File: src/verilog/lsuPkg.sv
package lsuPkg;

    // Width of store data, load data and response data
    localparam int dataWidth = 32;

    localparam int tagWidth = 4;

    // Byte counts 1, 2 and 4 need three bits
    localparam int bytesWidth = 3;

    // --------------------------------------------------
    // Request operation
    // --------------------------------------------------

    // Loads come first, stores last
    typedef enum logic [2:0] {
        opLb,
        opLbu,
        opLh,
        opLhu,
        opLw,
        opSb,
        opSh,
        opSw
    } memOp;

    typedef logic [tagWidth-1:0] tagT;

endpackage

File: src/verilog/loadStoreQueue.sv
`timescale 1ns/100ps

module loadStoreQueue #(
    parameter int addrWidth  = 8,
    parameter int queueDepth = 4
) (
    input  logic                         clk,
    input  logic                         reset,
    input  logic                         flush,
    input  logic                         inValid,
    input  lsuPkg::memOp                 inOp,
    input  logic [addrWidth-1:0]         inAddr,
    input  logic [lsuPkg::dataWidth-1:0] inData,
    input  lsuPkg::tagT                  inTag,
    input  logic                         headReady,
    output logic                         inReady,
    output logic                         headValid,
    output lsuPkg::memOp                 headOp,
    output logic [addrWidth-1:0]         headAddr,
    output logic [lsuPkg::dataWidth-1:0] headData,
    output lsuPkg::tagT                  headTag
);
    import lsuPkg::*;

    localparam int ptrWidth = (queueDepth > 1) ? $clog2(queueDepth) : 1;
    localparam int cntWidth = $clog2(queueDepth + 1);

    memOp                 opMem   [queueDepth];
    logic [addrWidth-1:0] addrMem [queueDepth];
    logic [dataWidth-1:0] dataMem [queueDepth];
    tagT                  tagMem  [queueDepth];

    logic [ptrWidth-1:0] wrPtr;
    logic [ptrWidth-1:0] rdPtr;
    logic [cntWidth-1:0] count;
    logic                push;
    logic                pop;

    // Pointers wrap at queueDepth, which need not be a power of two
    function automatic logic [ptrWidth-1:0] nextPtr(input logic [ptrWidth-1:0] ptr);
        if (ptr == ptrWidth'(queueDepth - 1)) begin
            return '0;
        end
        return ptr + 1'b1;
    endfunction

    assign inReady   = (count != cntWidth'(queueDepth));
    assign headValid = (count != '0);
    assign push      = inValid && inReady;
    assign pop       = headValid && headReady;

    assign headOp   = opMem[rdPtr];
    assign headAddr = addrMem[rdPtr];
    assign headData = dataMem[rdPtr];
    assign headTag  = tagMem[rdPtr];

    always_ff @(posedge clk) begin
        if (reset || flush) begin
            wrPtr <= '0;
            rdPtr <= '0;
            count <= '0;
        end else begin
            if (push) begin
                wrPtr <= nextPtr(wrPtr);
            end
            if (pop) begin
                rdPtr <= nextPtr(rdPtr);
            end
            case ({push, pop})
                2'b10:   count <= count + 1'b1;
                2'b01:   count <= count - 1'b1;
                default: count <= count;
            endcase
        end
    end

    // A write during flush lands in a slot that the reset pointers treat as empty
    always_ff @(posedge clk) begin
        if (push) begin
            opMem[wrPtr]   <= inOp;
            addrMem[wrPtr] <= inAddr;
            dataMem[wrPtr] <= inData;
            tagMem[wrPtr]  <= inTag;
        end
    end

endmodule

File: src/verilog/memAccessUnit.sv
`timescale 1ns/100ps

module memAccessUnit #(
    parameter int addrWidth = 8
) (
    input  logic                          clk,
    input  logic                          reset,
    input  logic                          flush,
    input  logic                          headValid,
    input  lsuPkg::memOp                  headOp,
    input  logic [addrWidth-1:0]          headAddr,
    input  logic [lsuPkg::dataWidth-1:0]  headData,
    input  lsuPkg::tagT                   headTag,
    input  logic                          memDone,
    input  logic [lsuPkg::dataWidth-1:0]  memRdata,
    input  logic                          resReady,
    output logic                          headReady,
    output logic                          memStart,
    output logic                          memWrite,
    output logic [addrWidth-1:0]          memAddr,
    output logic [lsuPkg::bytesWidth-1:0] memBytes,
    output logic [lsuPkg::dataWidth-1:0]  memWdata,
    output logic                          resValid,
    output lsuPkg::tagT                   resTag,
    output logic [lsuPkg::dataWidth-1:0]  resData
);
    import lsuPkg::*;

    typedef enum logic [1:0] {
        stIdle,
        stWaitMem,
        stHoldRes
    } unitState;

    unitState             state;
    memOp                 reqOp;
    logic [addrWidth-1:0] reqAddr;
    logic [dataWidth-1:0] reqData;
    tagT                  reqTag;
    logic                 discard;
    logic [dataWidth-1:0] loadData;

    // A request is never taken on a flush cycle, so it cannot slip past the flush
    assign headReady = (state == stIdle) && !flush;
    assign resValid  = (state == stHoldRes);

    assign memAddr  = reqAddr;
    assign memWdata = reqData;
    assign memWrite = (reqOp == opSb) || (reqOp == opSh) || (reqOp == opSw);

    always_comb begin
        case (reqOp)
            opLb, opLbu, opSb: memBytes = bytesWidth'(1);
            opLh, opLhu, opSh: memBytes = bytesWidth'(2);
            default:           memBytes = bytesWidth'(4);
        endcase
    end

    // --------------------------------------------------
    // Load data extension
    // --------------------------------------------------

    always_comb begin
        case (reqOp)
            opLb:    loadData = {{24{memRdata[7]}}, memRdata[7:0]};
            opLbu:   loadData = {24'd0, memRdata[7:0]};
            opLh:    loadData = {{16{memRdata[15]}}, memRdata[15:0]};
            opLhu:   loadData = {16'd0, memRdata[15:0]};
            opLw:    loadData = memRdata;
            default: loadData = '0;
        endcase
    end

    always_ff @(posedge clk) begin
        if (reset) begin
            state    <= stIdle;
            memStart <= 1'b0;
            discard  <= 1'b0;
        end else begin
            memStart <= headValid && headReady;
            case (state)
                stIdle: begin
                    discard <= 1'b0;
                    if (headValid && headReady) begin
                        state <= stWaitMem;
                    end
                end
                stWaitMem: begin
                    // The RAM access still runs to the end, only its result is lost
                    if (flush) begin
                        discard <= 1'b1;
                    end
                    if (memDone) begin
                        state <= (discard || flush) ? stIdle : stHoldRes;
                    end
                end
                default: begin
                    if (flush || resReady) begin
                        state <= stIdle;
                    end
                end
            endcase
        end
    end

    always_ff @(posedge clk) begin
        if (headValid && headReady) begin
            reqOp   <= headOp;
            reqAddr <= headAddr;
            reqData <= headData;
            reqTag  <= headTag;
        end
        if (state == stWaitMem && memDone) begin
            resData <= loadData;
            resTag  <= reqTag;
        end
    end

endmodule

File: src/verilog/memController.sv
`timescale 1ns/100ps

module memController #(
    parameter int addrWidth = 8
) (
    input  logic                          clk,
    input  logic                          reset,
    input  logic                          memStart,
    input  logic                          memWrite,
    input  logic [addrWidth-1:0]          memAddr,
    input  logic [lsuPkg::bytesWidth-1:0] memBytes,
    input  logic [lsuPkg::dataWidth-1:0]  memWdata,
    input  logic [7:0]                    ramRdata,
    output logic                          memDone,
    output logic [lsuPkg::dataWidth-1:0]  memRdata,
    output logic                          ramWe,
    output logic [addrWidth-1:0]          ramAddr,
    output logic [7:0]                    ramWdata
);
    import lsuPkg::*;

    logic                  active;
    logic                  phase;
    logic                  writeReg;
    logic [1:0]            byteIdx;
    logic [bytesWidth-1:0] bytesReg;
    logic [addrWidth-1:0]  curAddr;
    logic [dataWidth-1:0]  wdataReg;
    logic [dataWidth-1:0]  rdataReg;
    logic                  lastByte;

    assign lastByte = ({1'b0, byteIdx} + 3'd1) == bytesReg;

    // Phase 0 presents the address, phase 1 captures the read byte or writes
    assign ramAddr  = curAddr;
    assign ramWe    = active && phase && writeReg;
    assign ramWdata = wdataReg[byteIdx*8 +: 8];
    assign memRdata = rdataReg;

    // --------------------------------------------------
    // Byte sequencer
    // --------------------------------------------------

    always_ff @(posedge clk) begin
        if (reset) begin
            active  <= 1'b0;
            phase   <= 1'b0;
            memDone <= 1'b0;
        end else begin
            memDone <= 1'b0;
            if (!active) begin
                if (memStart) begin
                    active <= 1'b1;
                    phase  <= 1'b0;
                end
            end else if (!phase) begin
                phase <= 1'b1;
            end else begin
                phase <= 1'b0;
                if (lastByte) begin
                    active  <= 1'b0;
                    memDone <= 1'b1;
                end
            end
        end
    end

    always_ff @(posedge clk) begin
        if (!active && memStart) begin
            writeReg <= memWrite;
            bytesReg <= memBytes;
            curAddr  <= memAddr;
            wdataReg <= memWdata;
            byteIdx  <= 2'd0;
            // Bytes past the access width stay zero
            rdataReg <= '0;
        end else if (active && phase) begin
            // Address wraps naturally at the top of the RAM
            curAddr <= curAddr + 1'b1;
            byteIdx <= byteIdx + 1'b1;
            if (!writeReg) begin
                rdataReg[byteIdx*8 +: 8] <= ramRdata;
            end
        end
    end

endmodule

File: src/verilog/dataRam.sv
`timescale 1ns/100ps

module dataRam #(
    parameter int addrWidth = 8
) (
    input  logic                 clk,
    input  logic                 ramWe,
    input  logic [addrWidth-1:0] ramAddr,
    input  logic [7:0]           ramWdata,
    output logic [7:0]           ramRdata
);

    logic [7:0] mem [2**addrWidth];

    // Read returns the old byte when a write hits the same address
    always_ff @(posedge clk) begin
        if (ramWe) begin
            mem[ramAddr] <= ramWdata;
        end
        ramRdata <= mem[ramAddr];
    end

endmodule

File: src/verilog/lsuTop.sv
`timescale 1ns/100ps

module lsuTop #(
    parameter int addrWidth  = 8,
    parameter int queueDepth = 4
) (
    input  logic                         clk,
    input  logic                         reset,
    input  logic                         flush,
    input  logic                         inValid,
    input  lsuPkg::memOp                 inOp,
    input  logic [addrWidth-1:0]         inAddr,
    input  logic [lsuPkg::dataWidth-1:0] inData,
    input  lsuPkg::tagT                  inTag,
    input  logic                         resReady,
    output logic                         inReady,
    output logic                         resValid,
    output lsuPkg::tagT                  resTag,
    output logic [lsuPkg::dataWidth-1:0] resData
);
    import lsuPkg::*;

    logic                  headValid;
    logic                  headReady;
    memOp                  headOp;
    logic [addrWidth-1:0]  headAddr;
    logic [dataWidth-1:0]  headData;
    tagT                   headTag;

    logic                  memStart;
    logic                  memWrite;
    logic [addrWidth-1:0]  memAddr;
    logic [bytesWidth-1:0] memBytes;
    logic [dataWidth-1:0]  memWdata;
    logic                  memDone;
    logic [dataWidth-1:0]  memRdata;

    logic                  ramWe;
    logic [addrWidth-1:0]  ramAddr;
    logic [7:0]            ramWdata;
    logic [7:0]            ramRdata;

    // --------------------------------------------------
    // Input side
    // --------------------------------------------------

    loadStoreQueue #(
        .addrWidth  (addrWidth),
        .queueDepth (queueDepth)
    ) uQueue (
        .clk       (clk),
        .reset     (reset),
        .flush     (flush),
        .inValid   (inValid),
        .inOp      (inOp),
        .inAddr    (inAddr),
        .inData    (inData),
        .inTag     (inTag),
        .headReady (headReady),
        .inReady   (inReady),
        .headValid (headValid),
        .headOp    (headOp),
        .headAddr  (headAddr),
        .headData  (headData),
        .headTag   (headTag)
    );

    // --------------------------------------------------
    // Access unit, controller and RAM
    // --------------------------------------------------

    memAccessUnit #(
        .addrWidth (addrWidth)
    ) uAccess (
        .clk       (clk),
        .reset     (reset),
        .flush     (flush),
        .headValid (headValid),
        .headOp    (headOp),
        .headAddr  (headAddr),
        .headData  (headData),
        .headTag   (headTag),
        .memDone   (memDone),
        .memRdata  (memRdata),
        .resReady  (resReady),
        .headReady (headReady),
        .memStart  (memStart),
        .memWrite  (memWrite),
        .memAddr   (memAddr),
        .memBytes  (memBytes),
        .memWdata  (memWdata),
        .resValid  (resValid),
        .resTag    (resTag),
        .resData   (resData)
    );

    memController #(
        .addrWidth (addrWidth)
    ) uCtrl (
        .clk      (clk),
        .reset    (reset),
        .memStart (memStart),
        .memWrite (memWrite),
        .memAddr  (memAddr),
        .memBytes (memBytes),
        .memWdata (memWdata),
        .ramRdata (ramRdata),
        .memDone  (memDone),
        .memRdata (memRdata),
        .ramWe    (ramWe),
        .ramAddr  (ramAddr),
        .ramWdata (ramWdata)
    );

    dataRam #(
        .addrWidth (addrWidth)
    ) uRam (
        .clk      (clk),
        .ramWe    (ramWe),
        .ramAddr  (ramAddr),
        .ramWdata (ramWdata),
        .ramRdata (ramRdata)
    );

endmodule

File: config.mk
export PLATFORM = sky130hd
export DESIGN_NAME = lsuTop
export DESIGN_NICKNAME = d
export VERILOG_FILES = /design/src/verilog/lsuPkg.sv /design/src/verilog/loadStoreQueue.sv /design/src/verilog/memAccessUnit.sv /design/src/verilog/memController.sv /design/src/verilog/dataRam.sv /design/src/verilog/lsuTop.sv
export SDC_FILE = /design/constraint.sdc
export NUM_CORES = 2
export LEC_CHECK = 0
export ABC_CLOCK_PERIOD_IN_PS = 3500
export BUFFER_PORTS_ARGS = -buffer_cell sky130_fd_sc_hd__buf_2
export CAP_MARGIN = 20
export CORE_UTILIZATION = 30
export DETAILED_ROUTE_END_ITERATION = 10
export MAX_ROUTING_LAYER = met4
export PLACE_DENSITY = 0.46
export SETUP_SLACK_MARGIN = 0.15
export SYNTH_ARGS = -nofsm -noshare
export SYNTH_HDL_FRONTEND = slang
export SYNTH_SLANG_ARGS = --single-unit
export TNS_END_PERCENT = 1
File: constraint.sdc
create_clock -name clk -period 3.5 [get_ports clk]
set_input_delay 0.525 -clock clk [delete_from_list [all_inputs] [get_ports clk]]
set_output_delay 0.525 -clock clk [all_outputs]
set_load 0.1 [all_outputs]
==> results.md <==
- Critical path type: reg2reg
- Post-synthesis share of cell area spent on xor and xnor gates: 0.105%
- Commonest register cell after synthesis: sky130_fd_sc_hd__edfxtp_1
- Max-slew violation count: 0
- Effective utilization at floorplan: 30.2%
- Final-report setup violation count: 0
- Count of cell types in the netlist: 40
- Clock Tree Buf Depth: 4
- Layout filler cell count: 28100
- Y dimension of the die: 555 um
- Number of enable-type register cells in the synthesized netlist: 2363
- CTS root buffer: sky130_fd_sc_hd__clkbuf_16
- Clock latency of the later-clocked register in the worst-skew pair: 850 ps
- Highest fanout seen on the critical path: 24
- Final Net Count: 5005
- Synthesized cell area: 0.0918 mm^2
- Clock period minus worst slack: 3270 ps
- Leak Pwr: 0.0347 uW
- Final Routed Wirelength: 247000 um
- Number of global-route vias before repair: 47174
- Clock transition at the registers of the reported paths: 60 ps
- Switching part of the total: 21.7%
- Fraction of layout instances using a drive strength above 1: 31.4%
- Final instance area: 0.110 mm^2
- Post-Synthesis Mean Instance Area: 21.6 um^2
- Run status: complete, no violations
- Nets in the synthesized netlist: 4321
- Pre-antenna DRT Iters: 5
- Cells after synthesis: 4252
- Chip Width: 555 um
- Share of async-settable or async-resettable flops after synthesis: 0%
- Port Buffer Count: 89
- Number of clock sinks: 2419
- Share of Yosys cell area claimed by the top area cell type: 77.3%
- Net load switching power: 13900 uW
- Final hold violation count: 0
- Remaining antenna violation count after routing: 0
- Critical path launch point type: register
- Wire length of the first global-routing pass: 353000 um
- Area delta synth->final: 20.2%
- Max-Cap Viols: 0
- Period utilisation layout: 93.5%
- RSZ-0062 raised after global routing: no
- Core Region: 0.304 mm^2
- GRT Total Usage: 16.4%
- Worst endpoint required time: 4180 ps
- Global route overflow: 0
- Pin count of the biggest net entering global routing: 157
- Clk_skew: 82.0 ps
- Clock share of power: 43.1%
- Die Area: 0.308 mm^2
- Area share of fa/ha/maj cells after synthesis: 0.240%
- Post-synthesis compound-gate area fraction: 3.71%
- Sequential share of power: 51.8%
- Drt first-iter violations: 4053
- Worst slew margin: 32.6%
- Power share of the combinational group: 5.2%
- Worst hold slack: 112 ps
- Endpoint class of the critical path: register
- Clock tree from TritonCTS: yes
- Main combinational cell family by area after synthesis: multiplexers
- Dominant cells by area after synthesis: sky130_fd_sc_hd__edfxtp_1 77%, sky130_fd_sc_hd__mux4_2 14%, sky130_fd_sc_hd__a22oi_1 2.1%
- Achievable clock frequency: 306 MHz
- H-tree levels: 5
- Routability cong.: 0.796
- Total of flip-flops plus latches after synthesis: 2419
- Biggest area consumer among synthesized cells: sky130_fd_sc_hd__edfxtp_1
- Yosys warning count: 0
- Multiplexer share of the synthesized area: 14.0%
- Number of cell rows: 202
- Number of buffers added by the clock tree synthesis step: 271
- Routed via count: 45072
- Detailed Place HPWL: 155000 um
- Routed length per placed instance: 26.8 um
- Peak supply drop: 368 uV
- Count of boundary I/O pins: 90
- Antenna violations before repair: 16
- Slew at the pin closest to its max-slew limit: 1010 ps
- Residual DRC count: 0
- Ratio of routed vias to standard cells: 4.89
- Post-synthesis share of cell area spent on and, or, nand and nor gates: 2.16%
- Arrival time at the worst endpoint: 3950 ps
- Hold WC Path Type: in2reg
- Post-DP Area: 0.101 mm^2
- Proportion of synthesized chip area in sequential cells: 78.5%
- Power per standard cell area: 582 mW/mm^2
- Internal portion of total power: 50300 uW
## layer usage
metal	track usage (%)	part of all wire (%)	vias up	wire length (um)
li1	-	-	19219	-
met1	22.2	44	24200	109000
met2	25.4	47	1309	117000
met3	3.04	5.8	344	14400
met4	4.10	2.5	0	6190
met5	-	0	-	0
## layout make-up
type	count	area (um^2)	area share (%)
Timing Repair Buffer	666	5860	5.30
Clock buffer	340	7200	6.52
Antenna cell	10	25.0	0.0227
Clock inverter	133	1330	1.20
Multi-Input combinational cell	1568	18800	17.0
Inverter	10	37.5	0.0340
Tap cell	4080	5100	4.62
Sequential cell	2419	72100	65.3
## cells by family (layout without fill, tap and decap cells)
| logic type | after synthesis | after routing |
|---|---|---|
| adders and majority gates | 17 | 17 |
| other | 0 | 10 |
| and+or+nand+nor | 475 | 475 |
| xor gates and xnor gates | 11 | 11 |
| buffers and inverters | 265 | 1149 |
| AOI/OAI and AO/OA | 492 | 492 |
| muxes | 573 | 573 |
| DFF | 2419 | 2419 |
## cells in the mapped netlist, types with 2 or more instances
library cell and instances:
sky130_fd_sc_hd__inv_1 9, sky130_fd_sc_hd__nand2b_1 3, sky130_fd_sc_hd__mux2i_1 4, sky130_fd_sc_hd__nor3_1 3, sky130_fd_sc_hd__o41ai_1 11, sky130_fd_sc_hd__mux4_2 567, sky130_fd_sc_hd__buf_1 45, sky130_fd_sc_hd__buf_2 38
sky130_fd_sc_hd__nor2b_1 16, sky130_fd_sc_hd__xnor2_1 4, sky130_fd_sc_hd__and2_1 7, sky130_fd_sc_hd__buf_4 9, sky130_fd_sc_hd__clkbuf_1 143, sky130_fd_sc_hd__a21oi_1 183, sky130_fd_sc_hd__nand4_1 10, sky130_fd_sc_hd__xor2_1 7
sky130_fd_sc_hd__a22oi_1 256, sky130_fd_sc_hd__dfxtp_1 56, sky130_fd_sc_hd__nor2_1 277, sky130_fd_sc_hd__ha_1 16, sky130_fd_sc_hd__or2_2 2, sky130_fd_sc_hd__nand3_1 36, sky130_fd_sc_hd__o41ai_2 21, sky130_fd_sc_hd__edfxtp_1 2363
sky130_fd_sc_hd__mux2_2 2, sky130_fd_sc_hd__buf_6 19, sky130_fd_sc_hd__nand2_1 101, sky130_fd_sc_hd__o21ai_0 10, sky130_fd_sc_hd__or3_1 4, sky130_fd_sc_hd__and3_1 10, sky130_fd_sc_hd__a21o_1 8, sky130_fd_sc_hd__nor3b_1 4
## per-stage QoR
step | instances | setup TNS [ps] | total power [uW] | utilization (%) | worst slack [ps]
final | 9226 | 0 | 64300 | 36.3 | 227
after global routing | 9224 | 0 | 66300 | 36.3 | 152
after CTS | 9216 | 0 | 65200 | 36.3 | 201
after detailed placement | 8692 | -508 | 37300 | 33.3 | -357
after global placement | 8690 | -802 | 37200 | 33.3 | -344
after floorplan | 4252 | -100960 | 35500 | - | -78.9
## repair_timing
item                                   CTS  global route
endpoints found under the hold margin  194             0
pin swaps                                2             0
setup endpoints to repair                6             1
hold buffers                            50             0
resized for setup                       12             1
setup buffers                            1             0
## critical path, cell delays in order (launching register included)
cell	delay, ps
sky130_fd_sc_hd__edfxtp_1	320
sky130_fd_sc_hd__buf_4	150
sky130_fd_sc_hd__buf_12	220
sky130_fd_sc_hd__buf_12	260
sky130_fd_sc_hd__buf_12	160
sky130_fd_sc_hd__mux4_2	540
sky130_fd_sc_hd__a22oi_1	380
sky130_fd_sc_hd__a21oi_1	170
sky130_fd_sc_hd__o41ai_2	720
sky130_fd_sc_hd__nand4_1	160
## cells in the final DEF (no fill, tap or decap), types with 50 or more instances in the layout
cell | Yosys | final
sky130_fd_sc_hd__edfxtp_1 | 2363 | 2363
sky130_fd_sc_hd__mux4_2 | 567 | 559
sky130_fd_sc_hd__buf_4 | 9 | 447
sky130_fd_sc_hd__clkbuf_16 | 0 | 276
sky130_fd_sc_hd__nor2_1 | 277 | 275
sky130_fd_sc_hd__a22oi_1 | 256 | 255
sky130_fd_sc_hd__a21oi_1 | 183 | 183
sky130_fd_sc_hd__buf_2 | 38 | 91
sky130_fd_sc_hd__nand2_1 | 101 | 84
sky130_fd_sc_hd__buf_12 | 0 | 76
sky130_fd_sc_hd__clkbuf_1 | 143 | 59
sky130_fd_sc_hd__dfxtp_1 | 56 | 54
sky130_fd_sc_hd__dlygate4sd3_1 | 0 | 50
## path summary, 6_finish.rpt
check / startpoint / to / slack (ps) / depth (start not counted)
max: uCtrl.ramAddr[0]$_DFFE_PP_ / uRam.ramRdata[1]$_DFF_P_ / 230 / 9
min: inValid / uQueue.wrPtr[0]$_SDFFE_PP0P_ / 110 / 4
max reg2reg: uCtrl.ramAddr[0]$_DFFE_PP_ / uRam.ramRdata[1]$_DFF_P_ / 230 / 9
min reg2reg: uAccess.memWdata[5]$_DFFE_PP_ / uCtrl.wdataReg[5]$_DFFE_PP_ / 420 / 0
## power by group through the flow
stage	registers (uW)	clock network, uW	logic, uW
2_1_floorplan	34000	0	1500
3_3_place_gp	33900	0	3300
3_5_place_dp	33900	0	3400
4_1_cts	33300	28400	3460
5_1_grt	33300	29400	3620
6_report	33300	27700	3320
## flip-flops by register name, indices dropped and copies added, names as in the netlist, 2 cells and up
signal	count
uCtrl.ramAddr	8
uCtrl.memRdata	32
uQueue.rdPtr	2
uRam.ramRdata	8
uAccess.resTag	4
uAccess.memAddr	8
uQueue.tagMem	16
uAccess.reqOp	3
uCtrl.wdataReg	32
uQueue.opMem	12
uCtrl.bytesReg	3
uQueue.dataMem	128
uCtrl.byteIdx	2
uAccess.state	2
uRam.mem	2048
uQueue.wrPtr	2
uQueue.count	3
uQueue.addrMem	32
uAccess.reqTag	4
uAccess.memWdata	32
uAccess.resData	32
No activity file was read; power rests on OpenSTA's default activity.
